[src/hw/dcache_pkg.sv]
`default_nettype none

package dcache_pkg;

    // 4 ways, 4 sets, 4 words per line
    localparam int WAY_BITS    = 2;
    localparam int INDEX_BITS  = 2;
    localparam int OFFSET_BITS = 2;
    localparam int ALIGN_BITS  = 2;
    localparam int TAG_BITS    = 26;

    localparam int NUM_WAYS  = 2 ** WAY_BITS;
    localparam int NUM_SETS  = 2 ** INDEX_BITS;
    localparam int NUM_WORDS = 2 ** OFFSET_BITS;
    localparam int PLRU_BITS = NUM_WAYS - 1;
    localparam int RAM_DEPTH = NUM_WAYS * NUM_SETS * NUM_WORDS;

    typedef logic [WAY_BITS-1:0]    way_t;
    typedef logic [INDEX_BITS-1:0]  index_t;
    typedef logic [OFFSET_BITS-1:0] offset_t;
    typedef logic [TAG_BITS-1:0]    tag_t;
    typedef logic [PLRU_BITS-1:0]   plru_t;
    typedef logic [NUM_WORDS-1:0]   ready_bits_t;

    // byte address split into its cache fields
    typedef struct packed {
        tag_t                  tag;
        index_t                index;
        offset_t               offset;
        logic [ALIGN_BITS-1:0] zeros;
    } line_addr_t;

    // word address in the data ram
    typedef struct packed {
        way_t    way;
        index_t  index;
        offset_t offset;
    } ram_addr_t;

    typedef struct packed {
        logic valid;
        logic dirty;
    } record_t;

    typedef struct packed {
        record_t [NUM_WAYS-1:0] records;
        tag_t [NUM_WAYS-1:0]    tags;
        plru_t                  plru;
    } set_info_t;

    typedef enum logic [1:0] {
        MISS_IDLE,
        MISS_READ,
        MISS_WRITE
    } miss_state_t;

endpackage

`default_nettype wire

[src/hw/set_store.sv]
`timescale 1ns/1ps
`default_nettype none

module set_store
    import dcache_pkg::*;
(
    input  logic      clk,
    input  logic      resetn,
    input  index_t    index,
    output set_info_t info,
    input  logic      hit,
    input  logic      hit_write,
    input  way_t      hit_way,
    input  plru_t     new_plru,
    input  logic      alloc,
    input  way_t      alloc_way,
    input  tag_t      alloc_tag
);

    // one record per set, kept in flops for a same cycle read
    set_info_t sets [NUM_SETS];

    assign info = sets[index];

    always_ff @(posedge clk) begin
        if (resetn) begin
            for (int s = 0; s < NUM_SETS; s++) begin
                sets[s].records <= '0;
                sets[s].plru    <= '0;
            end
        end else if (hit) begin
            sets[index].plru <= new_plru;
            // a write hit leaves the line dirty
            if (hit_write) begin
                sets[index].records[hit_way].dirty <= 1'b1;
            end
        end else if (alloc) begin
            // refilled line starts clean under its new tag
            sets[index].records[alloc_way].valid <= 1'b1;
            sets[index].records[alloc_way].dirty <= 1'b0;
            sets[index].tags[alloc_way]          <= alloc_tag;
        end
    end

    // hit and allocate come from one request and never coincide
    hit_alloc_excl: assert property (
        @(posedge clk) disable iff (resetn)
        !(hit && alloc)
    );

endmodule

`default_nettype wire

[config.mk]
export PLATFORM = sky130hd
export DESIGN_NAME = set_store
export DESIGN_NICKNAME = d
export VERILOG_FILES = /design/src/hw/dcache_pkg.sv /design/src/hw/set_store.sv
export SDC_FILE = /design/constraint.sdc
export NUM_CORES = 1
export LEC_CHECK = 0
export BUFFER_PORTS_ARGS = -buffer_cell sky130_fd_sc_hd__buf_4
export CAP_MARGIN = 10
export CORE_AREA = 8 8 179 181
export CTS_BUF_LIST = sky130_fd_sc_hd__clkbuf_4
export DETAILED_ROUTE_END_ITERATION = 10
export DIE_AREA = 0 0 187 189
export PLACE_DENSITY = 0.79
export SLEW_MARGIN = 20
export SYNTH_ARGS = -nofsm -noshare
export SYNTH_HDL_FRONTEND = slang
export SYNTH_SLANG_ARGS = --single-unit
[constraint.sdc]
create_clock -name clk -period 3.1 [get_ports clk]
set_input_delay 0.465 -clock clk [delete_from_list [all_inputs] [get_ports clk]]
set_output_delay 0.465 -clock clk [all_outputs]
set_load 0.03 [all_outputs]
==> reports/summary.log, run 1 <==
[run_status] result of the run completed
[routing] post-route DRC violation count 0
[sta] Clock Skews 0 ns
[placement] count of input and output buffers 154
[pwr] net switching power 2.77 mW
[routing] detailed-router iteration count before antenna repair 4
[cells_and_area] footprint of the multi-input gates 3320 um2
[sta] headroom to the max-slew limit 59.1%
[routing] post-detailed-route via-to-cell ratio 5.74
[sta] number of failing setup endpoints in the final timing report 0
[worst_setup_path] WP data required 2.63 ns
[sta] Final Slew Violations 0
[pwr] Int Power 9.82 mW
[cts] clock edge transition at the registers on the reported setup and hold paths 0.07 ns
[synthesis] synthesis warning total 0
[cts] Setup Buffers After CTS 0
[cts] TritonCTS clock tree yes
[cts] Post-CTS Hold Fix Bufs 22
[worst_setup_path] reg2reg end sets[3][108]
[placement] total placed instance area 19100 um2
[grt] global-route wire length before repair 55400 um
[cells_and_area] Layout Cell Area excl Fill 20800 um2
[synthesis] ranking of synthesized cells by area edfxtp_1 78%, mux4_2 15%, dfxtp_1 1.9%
[grt] antenna violations before repair 1
[cts] total of cells resized after clock tree synthesis 0
[cts] master cell of the clock root buffer clkbuf_4
[synthesis] distinct cell type count of the synthesized netlist 25
[synthesis] Synth Register Bits 460
[pwr] Clk pwr share 38.4%
[worst_setup_path] depth of the worst register-to-register path 2
[die] number of top-level design ports 155
[synthesis] Synth top area share 77.6%
[pwr] switching power share of the total 22.0%
[worst_setup_path] Worst Path Max Fanout 35
[sta] setup repair after global routing missed its margin false
[sta] fin crit share 79.5%
[worst_setup_path] slack of the worst reg-to-reg path 2.46 ns
[die] Initial Utilization 58.7%
[cells_and_area] fill count 1719
[synthesis] Avg Synthesized Cell Area 23.2 um2
[pwr] leak pwr 7.05 nW
[pwr] P per Cell Area 606 nW/um2
[cells_and_area] proportion of layout cells with a drive suffix above 1 46.0%
[synthesis] leading cell type by number of instances after synthesis edfxtp_1
[pwr] Worst VDD drop 0.307 mV
[sta] Setup Total Neg Slack 0 ns
[cells_and_area] register containing the most flip-flops in the final layout sets
[routing] remaining antenna violation count 0
[synthesis] Async SR Flop Fraction 0%
[synthesis] ranking of synthesized cells by instance count 444 x edfxtp_1, 115 x mux4_2, 45 x nor2_1, 26 x buf_2, 18 x inv_1
[cells_and_area] flip-flop and latch area 13700 um2
[synthesis] synthesized instance count 742
[grt] maximum number of pins on one net before global-route repair 42
[grt] grt ovf 0
[die] x dimension of the die 187 um
[die] Site Rows 63
[synthesis] Post-synth top flop edfxtp_1
[routing] sum of routed wire length over all layers 36200 um
[placement] Routability Congestion 0.780
[cts] CTS sink cnt 460
[routing] overall via count from detail_route 8632
[worst_setup_path] capturing element of the worst setup path info[106]
[routing] initial detailed-routing violation count 660
[pwr] sequential cell fraction of total power 54.7%
[cells_and_area] layout net count 1064
[cells_and_area] synthesis-to-finish area growth 21.0%
[sta] count of endpoints failing hold in the final timing report 0
[cts] Skew-Pair Late Insertion Delay 0.69 ns
[worst_setup_path] start point of the critical path index[0]
[die] die area 35300 um2
[worst_setup_path] start-to-end type of the worst setup path in -> out
[die] placeable core region 29200 um2
[cells_and_area] leading registers by flop count sets x460
[die] vertical die dimension 189 um
[synthesis] cell area after synthesis 17200 um2
[worst_setup_path] critical register-to-register path startpoint sets[3][108]
[placement] detailed placer's ending HPWL 22400 um
[synthesis] library cell occupying the most area in the post-synthesis netlist edfxtp_1
[worst_setup_path] CP Capture Type output pin
[sta] highest clock rate 406 MHz
[cts] maximum count of clock buffers along a single path 3
[synthesis] number of enable flip-flop cells after synthesis 444
[grt] overall track demand over capacity in global routing 20.7%
[synthesis] nets in the synthesized netlist 782
[cells_and_area] flip-flop count of the largest register after layout 460
[routing] average wire length per cell after detail routing 24.0 um
[sta] minimum clock period after layout 2.47 ns
[worst_hold_path] Worst Hold Class in -> reg
[worst_setup_path] category of the worst setup path launch point primary input
[pwr] relative contribution of combinational cells to total power 6.9%
[grt] vias in the first global route 9307
[cts] # H-tree levels 3
[synthesis] sequential share of the synthesized area 79.5%
[cts] CTS Buf Count 106
[sta] transition time at the pin with the least slew margin 0.614 ns
[run] maxcap violations 0
[worst_setup_path] WP data arrival 2.00 ns
layout make-up:
| type | instances | area share, % |
|---|---|---|
| clock inverter | 27 | 0.807 |
| sequential | 460 | 65.7 |
| antenna | 1 | 0.0120 |
| tap | 390 | 2.35 |
| inverter | 18 | 0.325 |
| multi-input combinational | 222 | 16.0 |
| clock buffer | 171 | 6.18 |
| timing repair buffer | 216 | 8.70 |
layout by cell type, fill, tap and decap left out, drive strengths merged:
| cell type | count |
|---|---|
| mux4 | 115 |
| o21bai | 8 |
| a21o | 9 |
| or2 | 3 |
| bufinv | 1 |
| inv | 20 |
| nand4b | 1 |
| edfxtp | 444 |
| and4bb | 1 |
| nand2b | 4 |
| o22a | 1 |
| a31o | 3 |
| diode | 1 |
| buf | 193 |
| a22o | 1 |
| nand2 | 8 |
| o22ai | 17 |
| nor2 | 45 |
| nor2b | 3 |
| clkinv | 24 |
| clkbuf | 172 |
| nand4bb | 1 |
| a22oi | 1 |
| dfxtp | 16 |
| nor4b | 1 |
| dlygate4sd3 | 22 |
power by group through the flow:
| stage | Combinational, mW | Sequential (mW) | Clock [mW] |
|---|---|---|---|
| after floorplan | 0.503 | 7.02 | 0 |
| after global placement | 0.845 | 7.02 | 0 |
| after CTS | 0.880 | 6.89 | 4.97 |
| final | 0.867 | 6.89 | 4.84 |
| after detailed placement | 0.856 | 7.02 | 0 |
| after global routing | 0.917 | 6.89 | 5.28 |
worst max-delay path, stage by stage:
cell      delay (ns)
clkbuf_8        0.39
buf_4           0.37
mux4_2          0.56
buf_4           0.19
worst min-delay path by stage:
stage	start	end	depth (start not counted)
finish	alloc_tag[0]	sets[1][81]	1
detailed placement	sets[1][114]	sets[1][114]	2
CTS	alloc_tag[8]	sets[1][63]	1
global route	alloc_tag[0]	sets[1][81]	1
global placement	sets[1][114]	sets[1][114]	2
floorplan	sets[1][114]	sets[1][114]	2
layer usage:
layer | up-vias | share of wire (%) | track usage [%]
met4 | 0 | 1.8 | 6.54
met2 | 390 | 51 | 34.4
li1 | 3738 | - | -
met5 | - | 0 | 0
met1 | 4454 | 40 | 26.9
met3 | 50 | 7.4 | 5.26
per-stage QoR:
stage | power [mW] | hold slack (ns) | worst slack [ns] | util [%] | cells
floorplan | 7.52 | 0.437 | 0.349 | - | 742
global placement | 7.86 | 0.444 | 0.618 | 65.4 | 1284
detailed placement | 7.88 | 0.449 | 0.595 | 65.4 | 1284
CTS | 12.7 | 0.000910 | 0.594 | 71.1 | 1504
global route | 13.1 | 0.0143 | 0.527 | 71.1 | 1505
finish | 12.6 | 0.0584 | 0.634 | 71.1 | 1505
cell families after synthesis:
family	count (synthesis)	synth area share (%)
multiplexers	115	15.1
flip-flops	460	79.5
AO/OA/AOI/OAI	40	1.66
buffers and inverters	60	1.92
AND/OR/NAND/NOR	67	1.87
Power figures use the tool's default switching activity.
==> inputs of run 2 (changes only) <==
CORE_AREA = 8 8 186 188   (was 8 8 179 181)
DIE_AREA = 0 0 194 196   (was 0 0 187 189)
PLACE_DENSITY = 0.77   (was 0.79)
clock period = 2.01 ns   (was 3.1 ns; I/O delays follow)
==> reports/summary.log, run 2 (same netlist as run 1, synthesis figures left out) <==
[cts] Skew-Pair Late Insertion Delay 0.71 ns
[die] x dimension of the die 194 um
[placement] cell count after placement 1331
[placement] count of input and output buffers 154
[die] die area 38000 um2
[worst_setup_path] WP data required 1.71 ns
[run_status] violated checks setup timing
[worst_setup_path] category of the worst setup path launch point register
[cells_and_area] synthesis-to-finish area growth 27.4%
[grt] overall track demand over capacity in global routing 20.2%
[cts] CTS Buf Count 112
[placement] Post-Place Setup Slack 0.0448 ns
[sta] count of endpoints failing hold in the final timing report 0
[cts] Setup Buffers After CTS 0
[sta] Clock Skews 0 ns
[cts] clock edge transition at the registers on the reported setup and hold paths 0.07 ns
[die] vertical die dimension 196 um
[placement] detailed placer's ending HPWL 23400 um
[cells_and_area] post-layout util 68.6%
[cells_and_area] flip-flop count of the largest register after layout 460
[pwr] Worst VDD drop 0.535 mV
[sta] fin crit share 106%
[cts] master cell of the clock root buffer clkbuf_4
[sta] Final Slew Violations 0
[run] maxcap violations 0
[routing] routed length on met3 2520 um
[pwr] leak pwr 7.44 nW
[worst_setup_path] start-to-end type of the worst setup path reg -> out
[routing] overall via count from detail_route 8821
[routing] Met2 Routed Length 19600 um
[cells_and_area] fill count 1945
[grt] grt ovf 0
[routing] M1 WL 15600 um
[routing] remaining antenna violation count 0
[worst_setup_path] WP data arrival 1.83 ns
[cells_and_area] register containing the most flip-flops in the final layout sets
[routing] sum of routed wire length over all layers 38300 um
[worst_setup_path] Worst path max stage delay 0.52 ns
[sta] setup repair after global routing missed its margin true
[sta] transition time at the pin with the least slew margin 0.459 ns
[grt] antenna violations before repair 2
[cells_and_area] highest-count cells in the layout ignoring fill and taps 444 x edfxtp_1, 161 x clkbuf_4, 115 x mux4_2, 115 x buf_6, 69 x buf_4
[cts] maximum count of clock buffers along a single path 3
[routing] DR top layer met4
[sta] post-route worst setup slack -0.118 ns
[cells_and_area] Layout Cell Area excl Fill 21900 um2
[sta] headroom to the max-slew limit 69.4%
[routing] post-detailed-route via-to-cell ratio 5.60
[cells_and_area] most common cell after layout, fill and taps aside edfxtp_1
[placement] Routability Congestion 0.798
[grt] maximum number of pins on one net before global-route repair 34
[run_status] result of the run finished with violations
[cells_and_area] leading registers by flop count sets x460
[worst_setup_path] list of cells traversed by the critical path mux4_2 > buf_6
[routing] post-route DRC violation count 0
[cts] # H-tree levels 3
[cells_and_area] non-filler instance count after layout 1574
[die] Site Rows 66
[worst_setup_path] Worst Path Max Fanout 1
[routing] detailed-router iteration count before antenna repair 4
[die] Initial Utilization 53.9%
[grt] vias in the first global route 9451
[sta] minimum clock period after layout 2.13 ns
[cells_and_area] proportion of layout cells with a drive suffix above 1 46.1%
[die] placeable core region 31900 um2
[cts] CTS sink cnt 460
[placement] total placed instance area 19700 um2
[sta] number of failing setup endpoints in the final timing report 113
[routing] initial detailed-routing violation count 710
[pwr] Pwr Total 19.4 mW
[worst_setup_path] critical path's slowest cell mux4_2
[routing] average wire length per cell after detail routing 24.4 um
[worst_hold_path] Worst Hold Class in -> reg
[cells_and_area] layout net count 1109
[grt] global-route wire length before repair 57300 um
[pwr] P per Cell Area 889 nW/um2
[cts] TritonCTS clock tree yes
[die] number of top-level design ports 155
[sta] highest clock rate 470 MHz
[worst_setup_path] CP Capture Type output pin
run 2: cell types whose count changed in the layout (fill, tap and decap cells not counted), sizes merged:
| cell | change |
|---|---|
| buf | +29 |
| bufinv | -1 |
| clkbuf | -10 |
| clkinv | +19 |
| clkinvlp | +1 |
| diode | +2 |
| dlygate4sd3 | +10 |
| inv | +1 |
run 2: path summary, 6_finish.rpt:
| path | startpoint | end | slack, ns | cells past startpoint |
|---|---|---|---|---|
| max reg2reg | sets[1][112] | sets[1][112] | 1.40 | 2 |
| max | sets[3][5] | info[5] | -0.12 | 2 |
| min reg2reg | sets[1][114] | sets[1][114] | 0.46 | 2 |
| min | alloc_way[1] | sets[0][112] | 0.08 | 4 |
run 2: report_power, final:
group	switching (mW)	internal, mW	total, mW
Combinational	0.844	0.684	1.53
Clock	3.57	3.72	7.29
Sequential	0.0257	10.6	10.6
Total	4.44	15.0	19.4
run 2: cell type report:
type	instances	area, um2	area share (%)
diodes	3	7.51	0.0343
clock buffers	161	1210	5.52
clock inverters	47	204	0.932
inverters	18	67.6	0.309
multi-input cells	222	3320	15.2
flip-flops and latches	460	13700	62.4
well taps	408	510	2.33
repair buffers	255	2910	13.3
run 2: routing by layer:
metal,vias up,global-route usage (%)
met2,344,33.4
met1,4595,26.3
met4,0,6.39
li1,3838,-
met3,44,5.14
met5,-,0
run 2: repair_timing:
action,4_1_cts,5_1_grt
hold endpoints to repair,452,0
resized for setup,115,2
hold buffers,32,0
setup endpoints to repair,115,115
run 2: metrics by stage:
stage | hold WS [ns] | setup TNS [ns]
floorplan | 0.400 | -57.51
global placement | 0.444 | 0
detailed placement | 0.450 | 0
CTS | 0.00975 | -14.31
global route | 0.0367 | -17.54
finish | 0.0792 | -6.03
run 2: critical path, delay by kind of cell, from the launching register on:
family	cells	cell delay [ns]
multiplexers	1	0.52
flip-flops	1	0.38
buffers and inverters	1	0.16
==> inputs of run 3 (changes only) <==
GPL_ROUTABILITY_DRIVEN = 0   (was default)
RECOVER_POWER = 50   (was default)
==> reports/summary.log, run 3 (same netlist as run 1, synthesis figures left out) <==
[run_status] result of the run finished with violations
[run_status] violated checks setup timing
[pwr] leak pwr 7.34 nW
[pwr] Pwr Total 19.4 mW
[cells_and_area] non-filler instance count after layout 1574
[sta] Clock Skews 0 ns
[cts] master cell of the clock root buffer clkbuf_4
[routing] post-detailed-route via-to-cell ratio 5.62
[sta] fin crit share 106%
[cells_and_area] flip-flop count of the largest register after layout 460
[routing] sum of routed wire length over all layers 38200 um
[sta] worst hold margin 0.0765 ns
[cells_and_area] synthesis-to-finish area growth 26.7%
[cells_and_area] most common cell after layout, fill and taps aside edfxtp_1
[sta] highest clock rate 470 MHz
[cts] Setup Buffers After CTS 0
[sta] Final Slew Violations 0
[pwr] P per Cell Area 892 nW/um2
[worst_setup_path] category of the worst setup path launch point register
[die] placeable core region 31900 um2
[cts] maximum count of clock buffers along a single path 3
[sta] setup repair after global routing missed its margin true
[cts] CTS Buf Count 112
[die] x dimension of the die 194 um
[sta] post-route worst setup slack -0.117 ns
[routing] detailed-router iteration count before antenna repair 5
[cts] CTS sink cnt 460
[die] Site Rows 66
[worst_setup_path] WP data arrival 1.83 ns
[placement] count of input and output buffers 154
[routing] routed length on met3 2620 um
[cts] Skew-Pair Late Insertion Delay 0.71 ns
[placement] cell count after placement 1331
[placement] detailed placer's ending HPWL 23400 um
[routing] average wire length per cell after detail routing 24.3 um
[worst_setup_path] CP Capture Type output pin
[sta] minimum clock period after layout 2.13 ns
[sta] Setup Total Neg Slack -5.71 ns
[grt] overall track demand over capacity in global routing 20.2%
[placement] total placed instance area 19700 um2
[worst_setup_path] critical path's slowest cell mux4_2
[cells_and_area] highest-count cells in the layout ignoring fill and taps 444 x edfxtp_1, 161 x clkbuf_4, 115 x mux4_2, 115 x buf_6, 40 x buf_4
[routing] remaining antenna violation count 0
[worst_setup_path] buffering stage count on the worst path with inverters included 1
[cells_and_area] proportion of layout cells with a drive suffix above 1 43.5%
[grt] grt ovf 0
[cells_and_area] layout net count 1109
[cells_and_area] Layout Cell Area excl Fill 21800 um2
[sta] headroom to the max-slew limit 39.9%
[cells_and_area] register containing the most flip-flops in the final layout sets
[run] maxcap violations 0
[sta] count of endpoints failing hold in the final timing report 0
[cells_and_area] leading registers by flop count sets x460
[grt] maximum number of pins on one net before global-route repair 34
[routing] M1 WL 15400 um
[worst_setup_path] start-to-end type of the worst setup path reg -> out
[cts] # H-tree levels 3
[cts] TritonCTS clock tree yes
[routing] post-route DRC violation count 0
[worst_setup_path] list of cells traversed by the critical path mux4_2 > buf_6
[worst_setup_path] Worst Path Max Fanout 1
[die] vertical die dimension 196 um
[cts] clock edge transition at the registers on the reported setup and hold paths 0.07 ns
[routing] overall via count from detail_route 8846
[worst_setup_path] Top Family by Delay on Critical Path multiplexers
[die] die area 38000 um2
[routing] initial detailed-routing violation count 701
[grt] global-route wire length before repair 57300 um
[die] Initial Utilization 53.9%
[worst_hold_path] Worst Hold Class in -> reg
[sta] transition time at the pin with the least slew margin 0.901 ns
[die] number of top-level design ports 155
[grt] antenna violations before repair 2
[placement] Post-Place Setup Slack 0.0448 ns
[routing] Met2 Routed Length 19600 um
[routing] DR top layer met4
[worst_setup_path] WP data required 1.71 ns
[sta] number of failing setup endpoints in the final timing report 113
[pwr] Worst VDD drop 0.536 mV
[worst_setup_path] Worst path max stage delay 0.52 ns
[grt] vias in the first global route 9451
[cells_and_area] post-layout util 68.3%
## run 3: changes by cell type in the layout (fill, tap and decap cells not counted), sizes merged
cell    previous run  this run
clkbuf           162       191
buf              222       193
## run 3: report_power, final
group          leakage (nW)  internal [mW]  total (mW)  switching, mW
clock                 0.843           3.72        7.29           3.57
sequential             4.14           10.6        10.6         0.0254
combinational          2.35          0.657        1.50          0.841
total                  7.34           15.0        19.4           4.44
## run 3: tightest hold or removal path, cell delays in order
cell and delay (ns):
buf_4 0.11, nand2_1 0.05, buf_4 0.18, o22ai_1 0.11
## run 3: repair_timing
| item | CTS | global route |
|---|---|---|
| gates cloned | 0 | 0 |
| setup endpoints to repair | 115 | 115 |
| hold buffers | 32 | 0 |
| endpoints found under the hold margin | 452 | 0 |
| gates resized for setup | 115 | 2 |
## run 3: path summary, 6_finish.rpt
| path | from | endpoint | slack [ns] | cells after the start |
|---|---|---|---|---|
| worst max-delay path | sets[3][5] | info[5] | -0.12 | 2 |
| worst min-delay path | alloc_way[1] | sets[0][112] | 0.08 | 4 |
| worst max register to register | sets[1][112] | sets[1][112] | 1.40 | 2 |
| worst min register to register | sets[1][114] | sets[1][114] | 0.46 | 2 |
## run 3: final cells by class
cell class / instances / area (um2)
inverters: 18 / 67.6
fillers: 1979 / 10100
flip-flops and latches: 460 / 13700
multi-input cells: 222 / 3310
diodes: 3 / 7.51
well taps: 408 / 510
clock buffers: 161 / 1210
repair buffers: 255 / 2800
clock inverters: 47 / 204
## run 3: metal layers
| metal | track usage [%] | vias to the layer above |
|---|---|---|
| li1 | - | 3835 |
| met1 | 26.3 | 4582 |
| met2 | 33.4 | 386 |
| met3 | 5.14 | 43 |
| met4 | 6.39 | 0 |
| met5 | 0 | - |
