### config.mk
export PLATFORM = sky130hd
export DESIGN_NAME = miss_unit
export DESIGN_NICKNAME = d
export VERILOG_FILES = /design/src/hw/bus_pkg.sv /design/src/hw/dcache_pkg.sv /design/src/hw/miss_unit.sv
export SDC_FILE = /design/constraint.sdc
export NUM_CORES = 1
export LEC_CHECK = 0
export BUFFER_PORTS_ARGS = -buffer_cell sky130_fd_sc_hd__buf_2
export CAP_MARGIN = 20
export CORE_MARGIN = 5
export CORE_UTILIZATION = 45
export CTS_BUF_LIST = sky130_fd_sc_hd__clkbuf_8
export DETAILED_ROUTE_END_ITERATION = 8
export PLACE_DENSITY = 0.73
export REMOVE_ABC_BUFFERS = 1
export SLEW_MARGIN = 15
export SYNTH_ARGS = -nofsm -noshare
export SYNTH_HDL_FRONTEND = slang
export SYNTH_SLANG_ARGS = --single-unit
export TNS_END_PERCENT = 100
### constraint.sdc
create_clock -name clk -period 10 [get_ports clk]
set_input_delay 0 -clock clk [delete_from_list [all_inputs] [get_ports clk]]
set_output_delay 0 -clock clk [all_outputs]
set_load 0.01 [all_outputs]
### src/hw/bus_pkg.sv
`default_nettype none

package bus_pkg;

    // word width shared by the dbus and the cbus
    localparam int DATA_WIDTH = 32;
    localparam int DATA_BYTES = 4;
    localparam int ADDR_WIDTH = 32;

    typedef logic [DATA_WIDTH-1:0] word_t;
    typedef logic [DATA_BYTES-1:0] byte_en_t;
    typedef logic [ADDR_WIDTH-1:0] bus_addr_t;

    // cpu side request, held until addr_ok
    typedef struct packed {
        logic      valid;
        logic      is_write;
        bus_addr_t addr;
        byte_en_t  write_en;
        word_t     data;
    } dbus_req_t;

    typedef struct packed {
        logic  addr_ok;
        logic  data_ok;
        word_t data;
    } dbus_resp_t;

    // burst length as a power of two
    typedef enum logic [1:0] {
        LEN_1,
        LEN_2,
        LEN_4,
        LEN_8
    } cbus_order_t;

    // memory side request, stable for the whole burst
    typedef struct packed {
        logic        valid;
        logic        is_write;
        bus_addr_t   addr;
        cbus_order_t order;
        word_t       wdata;
    } cbus_req_t;

    typedef struct packed {
        logic  okay;
        logic  last;
        word_t rdata;
    } cbus_resp_t;

endpackage

`default_nettype wire

### src/hw/dcache_pkg.sv
`default_nettype none

package dcache_pkg;

    // 4 ways, 4 sets, 4 words per line
    localparam int WAY_BITS    = 2;
    localparam int INDEX_BITS  = 2;
    localparam int OFFSET_BITS = 2;
    localparam int ALIGN_BITS  = 2;
    localparam int TAG_BITS    = 26;

    localparam int NUM_WAYS  = 2 ** WAY_BITS;
    localparam int NUM_SETS  = 2 ** INDEX_BITS;
    localparam int NUM_WORDS = 2 ** OFFSET_BITS;
    localparam int PLRU_BITS = NUM_WAYS - 1;
    localparam int RAM_DEPTH = NUM_WAYS * NUM_SETS * NUM_WORDS;

    typedef logic [WAY_BITS-1:0]    way_t;
    typedef logic [INDEX_BITS-1:0]  index_t;
    typedef logic [OFFSET_BITS-1:0] offset_t;
    typedef logic [TAG_BITS-1:0]    tag_t;
    typedef logic [PLRU_BITS-1:0]   plru_t;
    typedef logic [NUM_WORDS-1:0]   ready_bits_t;

    // byte address split into its cache fields
    typedef struct packed {
        tag_t                  tag;
        index_t                index;
        offset_t               offset;
        logic [ALIGN_BITS-1:0] zeros;
    } line_addr_t;

    // word address in the data ram
    typedef struct packed {
        way_t    way;
        index_t  index;
        offset_t offset;
    } ram_addr_t;

    typedef struct packed {
        logic valid;
        logic dirty;
    } record_t;

    typedef struct packed {
        record_t [NUM_WAYS-1:0] records;
        tag_t [NUM_WAYS-1:0]    tags;
        plru_t                  plru;
    } set_info_t;

    typedef enum logic [1:0] {
        MISS_IDLE,
        MISS_READ,
        MISS_WRITE
    } miss_state_t;

endpackage

`default_nettype wire

### src/hw/miss_unit.sv
`timescale 1ns/1ps
`default_nettype none

module miss_unit
    import bus_pkg::*;
    import dcache_pkg::*;
(
    input  logic        clk,
    input  logic        resetn,
    input  logic        alloc,
    input  line_addr_t  alloc_addr,
    input  way_t        alloc_way,
    input  record_t     victim_record,
    input  tag_t        victim_tag,
    output logic        busy,
    output logic        avail,
    output line_addr_t  line,
    output way_t        way,
    output ready_bits_t ready_bits,
    output ram_addr_t   ram_addr,
    output byte_en_t    ram_wen,
    output word_t       ram_wdata,
    input  word_t       ram_rdata,
    output cbus_req_t   cbus_req,
    input  cbus_resp_t  cbus_resp
);

    miss_state_t state;
    offset_t     pos;
    record_t     vrecord;
    tag_t        vtag;
    word_t       vbuf [NUM_WORDS];

    // the victim buffer write trails the refill beat by one cycle
    logic        vwen;
    offset_t     voffset;
    logic        victim_dirty;

    assign victim_dirty = vrecord.valid && vrecord.dirty;

    assign busy  = state != MISS_IDLE;
    assign avail = (state == MISS_IDLE) || (state == MISS_WRITE && cbus_resp.last);

    // port 2 of the data ram follows the burst position
    assign ram_addr  = '{way: way, index: line.index, offset: pos};
    assign ram_wen   = (state == MISS_READ && cbus_resp.okay) ? '1 : '0;
    assign ram_wdata = cbus_resp.rdata;

    assign cbus_req.valid    = busy;
    assign cbus_req.is_write = state == MISS_WRITE;
    assign cbus_req.addr     = bus_addr_t'(line);
    assign cbus_req.order    = LEN_4;
    assign cbus_req.wdata    = vbuf[pos];

    always_ff @(posedge clk) begin
        if (resetn) begin
            state      <= MISS_IDLE;
            ready_bits <= '0;
            vwen       <= 1'b0;
        end else begin
            vwen    <= (state == MISS_READ) && cbus_resp.okay;
            voffset <= pos;

            case (state)
                MISS_READ: begin
                    if (cbus_resp.okay) begin
                        ready_bits[pos] <= 1'b1;
                        pos             <= offset_t'(pos + 1'b1);
                    end
                    // writeback reuses the start offset, only the tag changes
                    if (cbus_resp.last) begin
                        state    <= victim_dirty ? MISS_WRITE : MISS_IDLE;
                        line.tag <= vtag;
                    end
                end
                MISS_WRITE: begin
                    if (cbus_resp.okay) begin
                        pos <= offset_t'(pos + 1'b1);
                    end
                    if (cbus_resp.last) begin
                        state <= MISS_IDLE;
                    end
                end
                default: begin
                end
            endcase

            // a new miss overrides the end of a writeback
            if (alloc) begin
                state      <= MISS_READ;
                line       <= '{tag: alloc_addr.tag, index: alloc_addr.index,
                                offset: alloc_addr.offset, zeros: '0};
                way        <= alloc_way;
                pos        <= alloc_addr.offset;
                ready_bits <= '0;
                vrecord    <= victim_record;
                vtag       <= victim_tag;
            end
        end
    end

    // old line words, captured from the read-first port
    always_ff @(posedge clk) begin
        if (vwen) begin
            vbuf[voffset] <= ram_rdata;
        end
    end

    cbus_addr_stable: assert property (
        @(posedge clk) disable iff (resetn)
        (cbus_req.valid && !cbus_resp.last)
            |=> $stable(cbus_req.addr) && $stable(cbus_req.is_write)
    );

endmodule

`default_nettype wire

==> reports/metrics.csv, run 1 <==
metric,value,unit
cell with the most instances after synthesis,sky130_fd_sc_hd__edfxtp_1,
final worst path period share,0.2170,
clock network latency to the later pin of the worst-skew pair,0.55,ns
post-CTS repair timing setup buffer count,0,
I/O pin count,281,
clock slew at reported path FFs,0.06,ns
maximum single-stage delay on the critical path,0.61,ns
biggest fanout along the worst timing path,32,
number of iterations in the first detailed-routing pass,4,
multi-input combinational cell area,1359,um2
cell count after synthesis,401,
Placer Congestion,0.8616,
Max Fclk,460.9,MHz
clock sinks,201,
average cell area after synthesis,19.77,um2
number of placement rows,48,
Overall Global Routing Usage,0.1807,
power density over cell area,176.5,nW/um2
critical register-to-register path endpoint,ready_bits[0],
slowest stage cell on the critical path,sky130_fd_sc_hd__mux4_2,
register bit count reported by yosys,201,
Tightest Pin Transition,0.8998,ns
Die W,142.7,um
final setup violation count,0,
clock root buffer master,sky130_fd_sc_hd__clkbuf_8,
unrepaired setup endpoints after global routing,false,
Total Neg Setup Slack,0,ns
Critical Path Sink,cbus_req[31],
"EDFF count, synth",192,
MaxCap Viol Count,0,
maximum number of pins on one net before global-route repair,38,
leakage power figure,3.942,nW
worst endpoint required time,10.00,ns
CTS tree,built,
Critical Path Source Type,flop,
number of antenna violations at the first check in global routing,0,
fillcell total,1249,
leading cell types by total area after synthesis,"sky130_fd_sc_hd__edfxtp_1 (73%), sky130_fd_sc_hd__mux4_2 (9.1%), sky130_fd_sc_hd__buf_4 (7.2%), sky130_fd_sc_hd__mux2_2 (4.1%), sky130_fd_sc_hd__dfxtp_1 (2.3%)",
fraction of the yosys area taken by sequential cells,0.7499,
library cell occupying the most area in the post-synthesis netlist,sky130_fd_sc_hd__edfxtp_1,
"Slew Viols, Final",0,
Layout Area Growth over Synthesis,29.76,%
count of synthesis-stage warnings from yosys,0,
first-pass GRT wire length,27970,um
global route total overflow,0,
Worst IR Drop VDD,0.1120,mV
kind of cell adding the most delay to the critical path,buffers and inverters,
worst-case reg-to-reg path depth,6,
Detailed Route Iter0 Violations,261,
WP buf/inv,2,
library cells used by synthesis,24,
Critical Path End Type,output pin,
arrival time worst endpoint,2.17,ns
post-layout instance count excluding filler cells,909,
number of levels in the clock H-tree,1,
ratio of cells with drive above 1 in the final layout,0.4714,
share of synthesized flip-flops with an asynchronous set or reset,0,
nets,797,
worst hold path class,in2out,
vias,4512,
die footprint,20370,um2
register-to-register setup slack,8.08,ns
Clock Tree Buf Depth,3,
Setup Skew,0.01444,ns
Final Hold Violating Endpoints,0,
DRT Wirelength,18810,um
vias in the first global route,4967,
Crit path depth,3,
area taken by flip-flops and latches,5948,um2
half-perimeter wire length after detailed placement,11560,um
post-DR vias/cell,4.964,
Die H,142.7,um
number of nets with antenna violations after detailed routing,0,
normalized max-slew margin,0.4001,
ordered cell list for the critical path,"buf_4, mux4_2, buf_2",
initial core utilization,0.4584,
shortest period the worst path allows,2.170,ns
number of remaining DRC errors,0,
Core Region,17300,um2
post-synth design cell area,7929,um2
number of instances in the placed design,753,
fraction of synthesized cell area taken by the top area cell type,0.7272,
run status,completed,
Crit Path Category,reg2out,
commonest cells in the netlist,"sky130_fd_sc_hd__edfxtp_1 (192), sky130_fd_sc_hd__buf_4 (76), sky130_fd_sc_hd__mux4_2 (32)",
flip-flop cell with the highest count after synthesis,sky130_fd_sc_hd__edfxtp_1,
total of buffers placed on input and output ports,208,
start of the worst register-to-register path,state[1],
DR WL/cell,20.69,um
cts bufs inserted,31,
-- flip-flops by register name, summed over array words and instances, names as in the netlist, named ones only --
register,count
pos,2
state,2
vwen,1
way,2
cbus_req,30
vrecord,2
vbuf,128
voffset,2
vtag,26
ready_bits,4
-- power by group --
group,total [W],switching (W),internal (W)
sequential,0.000968,0.0000180,0.000950
combinational,0.000178,0.0000825,0.0000956
clock,0.000670,0.000303,0.000367
total,0.00182,0.000403,0.00141
-- stage by stage --
step	instance area, um2	worst slack [ns]	hold slack, ns	total power (W)	util
after floorplan	7315	6.711	0	0.001053	-
after global placement	8690	8.262	0.00007494	0.001129	0.5024
after detailed placement	8690	8.226	0.00007494	0.001133	0.5024
after CTS	10270	7.734	0.00007494	0.001832	0.5935
after global routing	10290	7.659	0.00007164	0.001893	0.5947
final	10290	7.830	0.00003984	0.001816	0.5948
-- final cells by class --
cell class	instances	area share
Inverter	8	0.002919
Timing Repair Buffer	309	0.1994
Multi-Input combinational cell	107	0.1321
Clock inverter	27	0.01836
Clock buffer	31	0.04147
Tap cell	225	0.02736
Sequential cell	201	0.5781
Antenna cell	1	0.0002432
-- worst reg2reg max path, cell delays in order, from the launching register on --
cell	delay, ns
sky130_fd_sc_hd__dfxtp_1	0.42
sky130_fd_sc_hd__inv_1	0.10
sky130_fd_sc_hd__ha_1	0.24
sky130_fd_sc_hd__and2_2	0.27
sky130_fd_sc_hd__a21oi_1	0.16
sky130_fd_sc_hd__nor3_1	0.05
sky130_fd_sc_hd__dlygate4sd3_1	0.58
-- what timing repair did --
action / 4_1_cts / 5_1_grt
endpoints found under the hold margin: 203 / 0
hold buffers: 96 / 0
gates resized for setup: 0 / 0
-- worst min path at each step --
stage          slack, ns           from            end  depth (start not counted)
2_1_floorplan          0   cbus_resp[0]   ram_wdata[0]                          0
3_3_place_gp     0.00007  cbus_resp[10]  ram_wdata[10]                          0
3_5_place_dp     0.00007  cbus_resp[10]  ram_wdata[10]                          0
4_1_cts          0.00007  cbus_resp[10]  ram_wdata[10]                          0
5_1_grt          0.00007  cbus_resp[23]  ram_wdata[23]                          0
6_report         0.00004  cbus_resp[10]  ram_wdata[10]                          0
-- cell usage in the layout, fill, tap and decap left out, types with 4 or more instances in the layout --
cell | Yosys | final
sky130_fd_sc_hd__buf_2 | 8 | 208
sky130_fd_sc_hd__edfxtp_1 | 192 | 192
sky130_fd_sc_hd__dlygate4sd3_1 | 0 | 96
sky130_fd_sc_hd__mux4_2 | 32 | 32
sky130_fd_sc_hd__clkbuf_8 | 0 | 31
sky130_fd_sc_hd__mux2_2 | 29 | 29
sky130_fd_sc_hd__inv_1 | 8 | 19
sky130_fd_sc_hd__ha_1 | 8 | 8
sky130_fd_sc_hd__clkinv_1 | 0 | 8
sky130_fd_sc_hd__a21oi_1 | 7 | 7
sky130_fd_sc_hd__dfxtp_1 | 9 | 7
sky130_fd_sc_hd__conb_1 | 2 | 6
sky130_fd_sc_hd__nand2_1 | 5 | 5
sky130_fd_sc_hd__nor3_1 | 4 | 4
sky130_fd_sc_hd__clkinv_2 | 0 | 4
sky130_fd_sc_hd__buf_4 | 76 | 4
-- routing by layer --
layer	global-route usage	wire (um)	vias to the layer above
met5	0.02153	43	-
met1	0.2180	6953	2196
li1	-	-	1988
met3	0.06263	2128	27
met4	0.05203	340	2
met2	0.3071	9341	299
-- cells by family (layout without fill, tap and decap cells) --
family	Yosys count	count (layout)	synth area share
simple gates	20	20	0.01278
mux	61	61	0.1321
buf+inv	97	375	0.08316
fa+ha+maj	8	8	0.01262
flops	201	201	0.7499
compound gates	12	12	0.008521
other cells	2	7	0.0009472
No activity file was read; power rests on OpenSTA's default activity.
==> run 2: changes to the inputs <==
--- a/config.mk
+++ b/config.mk
@@ -5,6 +5,7 @@
 export SDC_FILE = /design/constraint.sdc
 export NUM_CORES = 1
 export LEC_CHECK = 0
+export ABC_AREA = 1
 export BUFFER_PORTS_ARGS = -buffer_cell sky130_fd_sc_hd__buf_2
 export CAP_MARGIN = 20
 export CORE_MARGIN = 5
==> constraint.sdc (replaced) <==
create_clock -name clk -period 2.05 [get_ports clk]
set_input_delay 0 -clock clk [delete_from_list [all_inputs] [get_ports clk]]
set_output_delay 0 -clock clk [all_outputs]
set_load 0.01 [all_outputs]
==> reports/metrics.csv, run 2 <==
metric,value,unit,change
run status,completed,,
Core Region,17900,um2,+3.5%
total placed instance area,8892,um2,+2.3%
Final Hold Violating Endpoints,0,,unchanged
DR WL/cell,18.35,um,-11%
arrival time worst endpoint,1.83,ns,-0.34 ns
commonest cells in the netlist,"sky130_fd_sc_hd__edfxtp_1 (192), sky130_fd_sc_hd__nand2_1 (94), sky130_fd_sc_hd__buf_4 (81)",,
hold path cells,0,,unchanged
Crit path depth,4,,+1
part of the power in registers,0.505,,-0.028
smallest hold slack,0.00002190,ns,-0.00001795 ns
maximum number of pins on one net before global-route repair,65,,+71%
leading cell types by total area after synthesis,"sky130_fd_sc_hd__edfxtp_1 (71%), sky130_fd_sc_hd__buf_4 (7.5%), sky130_fd_sc_hd__nand2_1 (4.3%), sky130_fd_sc_hd__nor2_1 (3.2%), sky130_fd_sc_hd__o21ai_0 (2.5%)",,
post-DR vias/cell,4.974,,+0.20%
final worst-path setup slack,0.2172,ns,-7.613 ns
Detailed Route Iter0 Violations,245,,-6.1%
CTS tree,built,,
unrepaired setup endpoints after global routing,false,,
number of placement rows,49,,+2.1%
biggest fanout along the worst timing path,32,,unchanged
"EDFF count, synth",192,,unchanged
Clock Tree Buf Depth,3,,unchanged
Tightest Pin Transition,0.6019,ns,-0.2979 ns
Crit Path Category,reg2out,,
Critical Path Source Type,flop,,
MaxCap Viol Count,0,,unchanged
final setup violation count,0,,unchanged
Internal Power,0.007107,W,+400%
utilization of the core after routing,0.5924,,-0.002439
initial core utilization,0.4552,,-0.003206
first-pass GRT wire length,30970,um,+11%
number of levels in the clock H-tree,2,,+1
DRT Wirelength,20800,um,+11%
slowest stage cell on the critical path,sky130_fd_sc_hd__inv_2,,
worst hold path class,in2out,,
net switching fraction of the power,0.2397,,+0.01757
fraction of the yosys area taken by sequential cells,0.7296,,-0.02026
post-CTS repair timing setup buffer count,0,,unchanged
average cell area after synthesis,13.25,um2,-33%
total of buffers placed on input and output ports,208,,unchanged
library cells used by synthesis,22,,-8.3%
maximum single-stage delay on the critical path,0.44,ns,-0.17 ns
worst endpoint required time,2.05,ns,-7.95 ns
count of synthesis-stage warnings from yosys,0,,unchanged
Critical Path End Type,output pin,,
die footprint,20900,um2,+2.6%
kind of cell adding the most delay to the critical path,buffers and inverters,,
register bit count reported by yosys,201,,unchanged
number of nets with antenna violations after detailed routing,0,,unchanged
number of antenna violations at the first check in global routing,1,,+1
Placer Congestion,0.7966,,-7.5%
Max Fclk,545.6,MHz,
clock network latency to the later pin of the worst-skew pair,0.49,ns,-0.06 ns
normalized max-slew margin,0.5981,,+0.1980
number of flip-flops under the largest register name,128,,unchanged
post-synth design cell area,8149,um2,+2.8%
"commonest cells after routing, fill and taps aside","sky130_fd_sc_hd__buf_2 (208), sky130_fd_sc_hd__edfxtp_1 (192), sky130_fd_sc_hd__dlygate4sd3_1 (102)",,
Clock power frac,0.374,,+0.005
clock root buffer master,sky130_fd_sc_hd__clkbuf_8,,
share of synthesized flip-flops with an asynchronous set or reset,0,,unchanged
number of iterations in the first detailed-routing pass,5,,+1
vias,5640,,+25%
most common library cell in the layout ignoring fill and taps,sky130_fd_sc_hd__buf_2,,
WP buf/inv,2,,unchanged
half-perimeter wire length after detailed placement,12520,um,+8.3%
post-layout instance count excluding filler cells,1134,,+25%
flip-flop cell with the highest count after synthesis,sky130_fd_sc_hd__edfxtp_1,,
shortest period the worst path allows,1.833,ns,
number of instances in the placed design,969,,+29%
reported net switching power,0.002241,W,+460%
proportion of power drawn by combinational gates,0.121,,+0.023
Overall Global Routing Usage,0.1971,,+0.01648
vias in the first global route,5894,,+19%
cell with the most instances after synthesis,sky130_fd_sc_hd__edfxtp_1,,
number of remaining DRC errors,0,,unchanged
cts bufs inserted,34,,+9.7%
final design area excluding fillers,10610,um2,+3.1%
Setup Skew,0.01740,ns,+0.002966 ns
nets,1017,,+28%
"Slew Viols, Final",0,,unchanged
Die W,144.6,um,+1.3%
library cell occupying the most area in the post-synthesis netlist,sky130_fd_sc_hd__edfxtp_1,,
I/O pin count,281,,unchanged
worst slack at placement,0.4799,ns,-7.746 ns
fraction of synthesized cell area taken by the top area cell type,0.7075,,-0.01965
leakage power figure,4.266,nW,+8.2%
register with the most flip-flops,vbuf,,
worst-case reg-to-reg path depth,7,,+1
global route total overflow,0,,unchanged
Worst IR Drop VDD,0.5443,mV,+390%
clock slew at reported path FFs,0.05,ns,about the same
ratio of cells with drive above 1 in the final layout,0.3097,,-0.1617
Die H,144.6,um,+1.3%
Layout Area Growth over Synthesis,30.14,%,
power density over cell area,881.4,nW/um2,+400%
ordered cell list for the critical path,"inv_2, o21ai_1, o22ai_1, buf_2",,
clock sinks,201,,unchanged
final worst path period share,0.8941,,
cell count after synthesis,615,,+53%
-- run 2: cell count changes in the layout (fill, tap and decap cells not counted), moves of 30 or more --
| cell | change |
|---|---|
| sky130_fd_sc_hd__mux4_2 | -32 |
| sky130_fd_sc_hd__o21ai_1 | +30 |
| sky130_fd_sc_hd__o22ai_1 | +32 |
| sky130_fd_sc_hd__nor2_1 | +68 |
| sky130_fd_sc_hd__o21ai_0 | +37 |
| sky130_fd_sc_hd__nand2_1 | +89 |
-- run 2: per-layer routing --
layer / vias up / wire [um] / part of all wire / GRT usage
met5: - / 0 / 0 / 0.007177
met4: 0 / 588 / 0.028 / 0.07855
met3: 47 / 2048 / 0.098 / 0.06448
met2: 314 / 10100 / 0.49 / 0.3321
met1: 2656 / 8071 / 0.39 / 0.2343
li1: 2623 / - / - / -
-- run 2: area by class of cell --
| type | count | area, um2 |
|---|---|---|
| Inverter | 22 | 90.09 |
| Multi-Input combinational cell | 295 | 1400 |
| Antenna cell | 1 | 2.502 |
| Timing Repair Buffer | 324 | 2192 |
| Clock buffer | 42 | 578.1 |
| Tap cell | 229 | 286.5 |
| Fill cell | 1361 | 7297 |
| Sequential cell | 201 | 5949 |
| Clock inverter | 20 | 106.4 |
-- run 2: cell families (layout without fill, tap and decap cells) --
family / Yosys count / after routing / synth area share
other cells: 2 / 7 / 0.0009216
compound gates: 107 / 107 / 0.07063
simple gates: 174 / 174 / 0.08291
buf+inv: 123 / 408 / 0.1036
flops: 201 / 201 / 0.7296
fa+ha+maj: 8 / 8 / 0.01228
-- run 2: stage by stage --
| step | TNS [ns] | power [W] |
|---|---|---|
| finish | 0 | 0.009348 |
| global route | 0 | 0.009772 |
| CTS | 0 | 0.009426 |
| detailed placement | 0 | 0.005769 |
| global placement | 0 | 0.005752 |
| floorplan | -137.66 | 0.005253 |
-- run 2: final timing paths --
| kind | slack, ns | start | endpoint |
|---|---|---|---|
| max | 0.22 | flop | cbus_req[9] |
| min reg2reg | 0.45 | ready_bits[1] | ready_bits[1] |
| max reg2reg | 0.29 | state[1] | state[1] |
| min | 0.00002 | cbus_resp[0] | ram_wdata[0] |
-- run 2: power groups by stage --
stage	Combinational, W	Clock (W)	Sequential [W]
final	0.00114	0.00349	0.00472
after global routing	0.00125	0.00380	0.00473
after CTS	0.00113	0.00358	0.00471
after detailed placement	0.000975	0	0.00479
after global placement	0.000958	0	0.00479
after floorplan	0.000406	0	0.00485
-- run 2: what timing repair did --
item | 4_1_cts | 5_1_grt
endpoints found under the setup margin | 0 | 9
hold endpoints to repair | 203 | 0
hold buffers | 102 | 0
resized for setup | 0 | 2
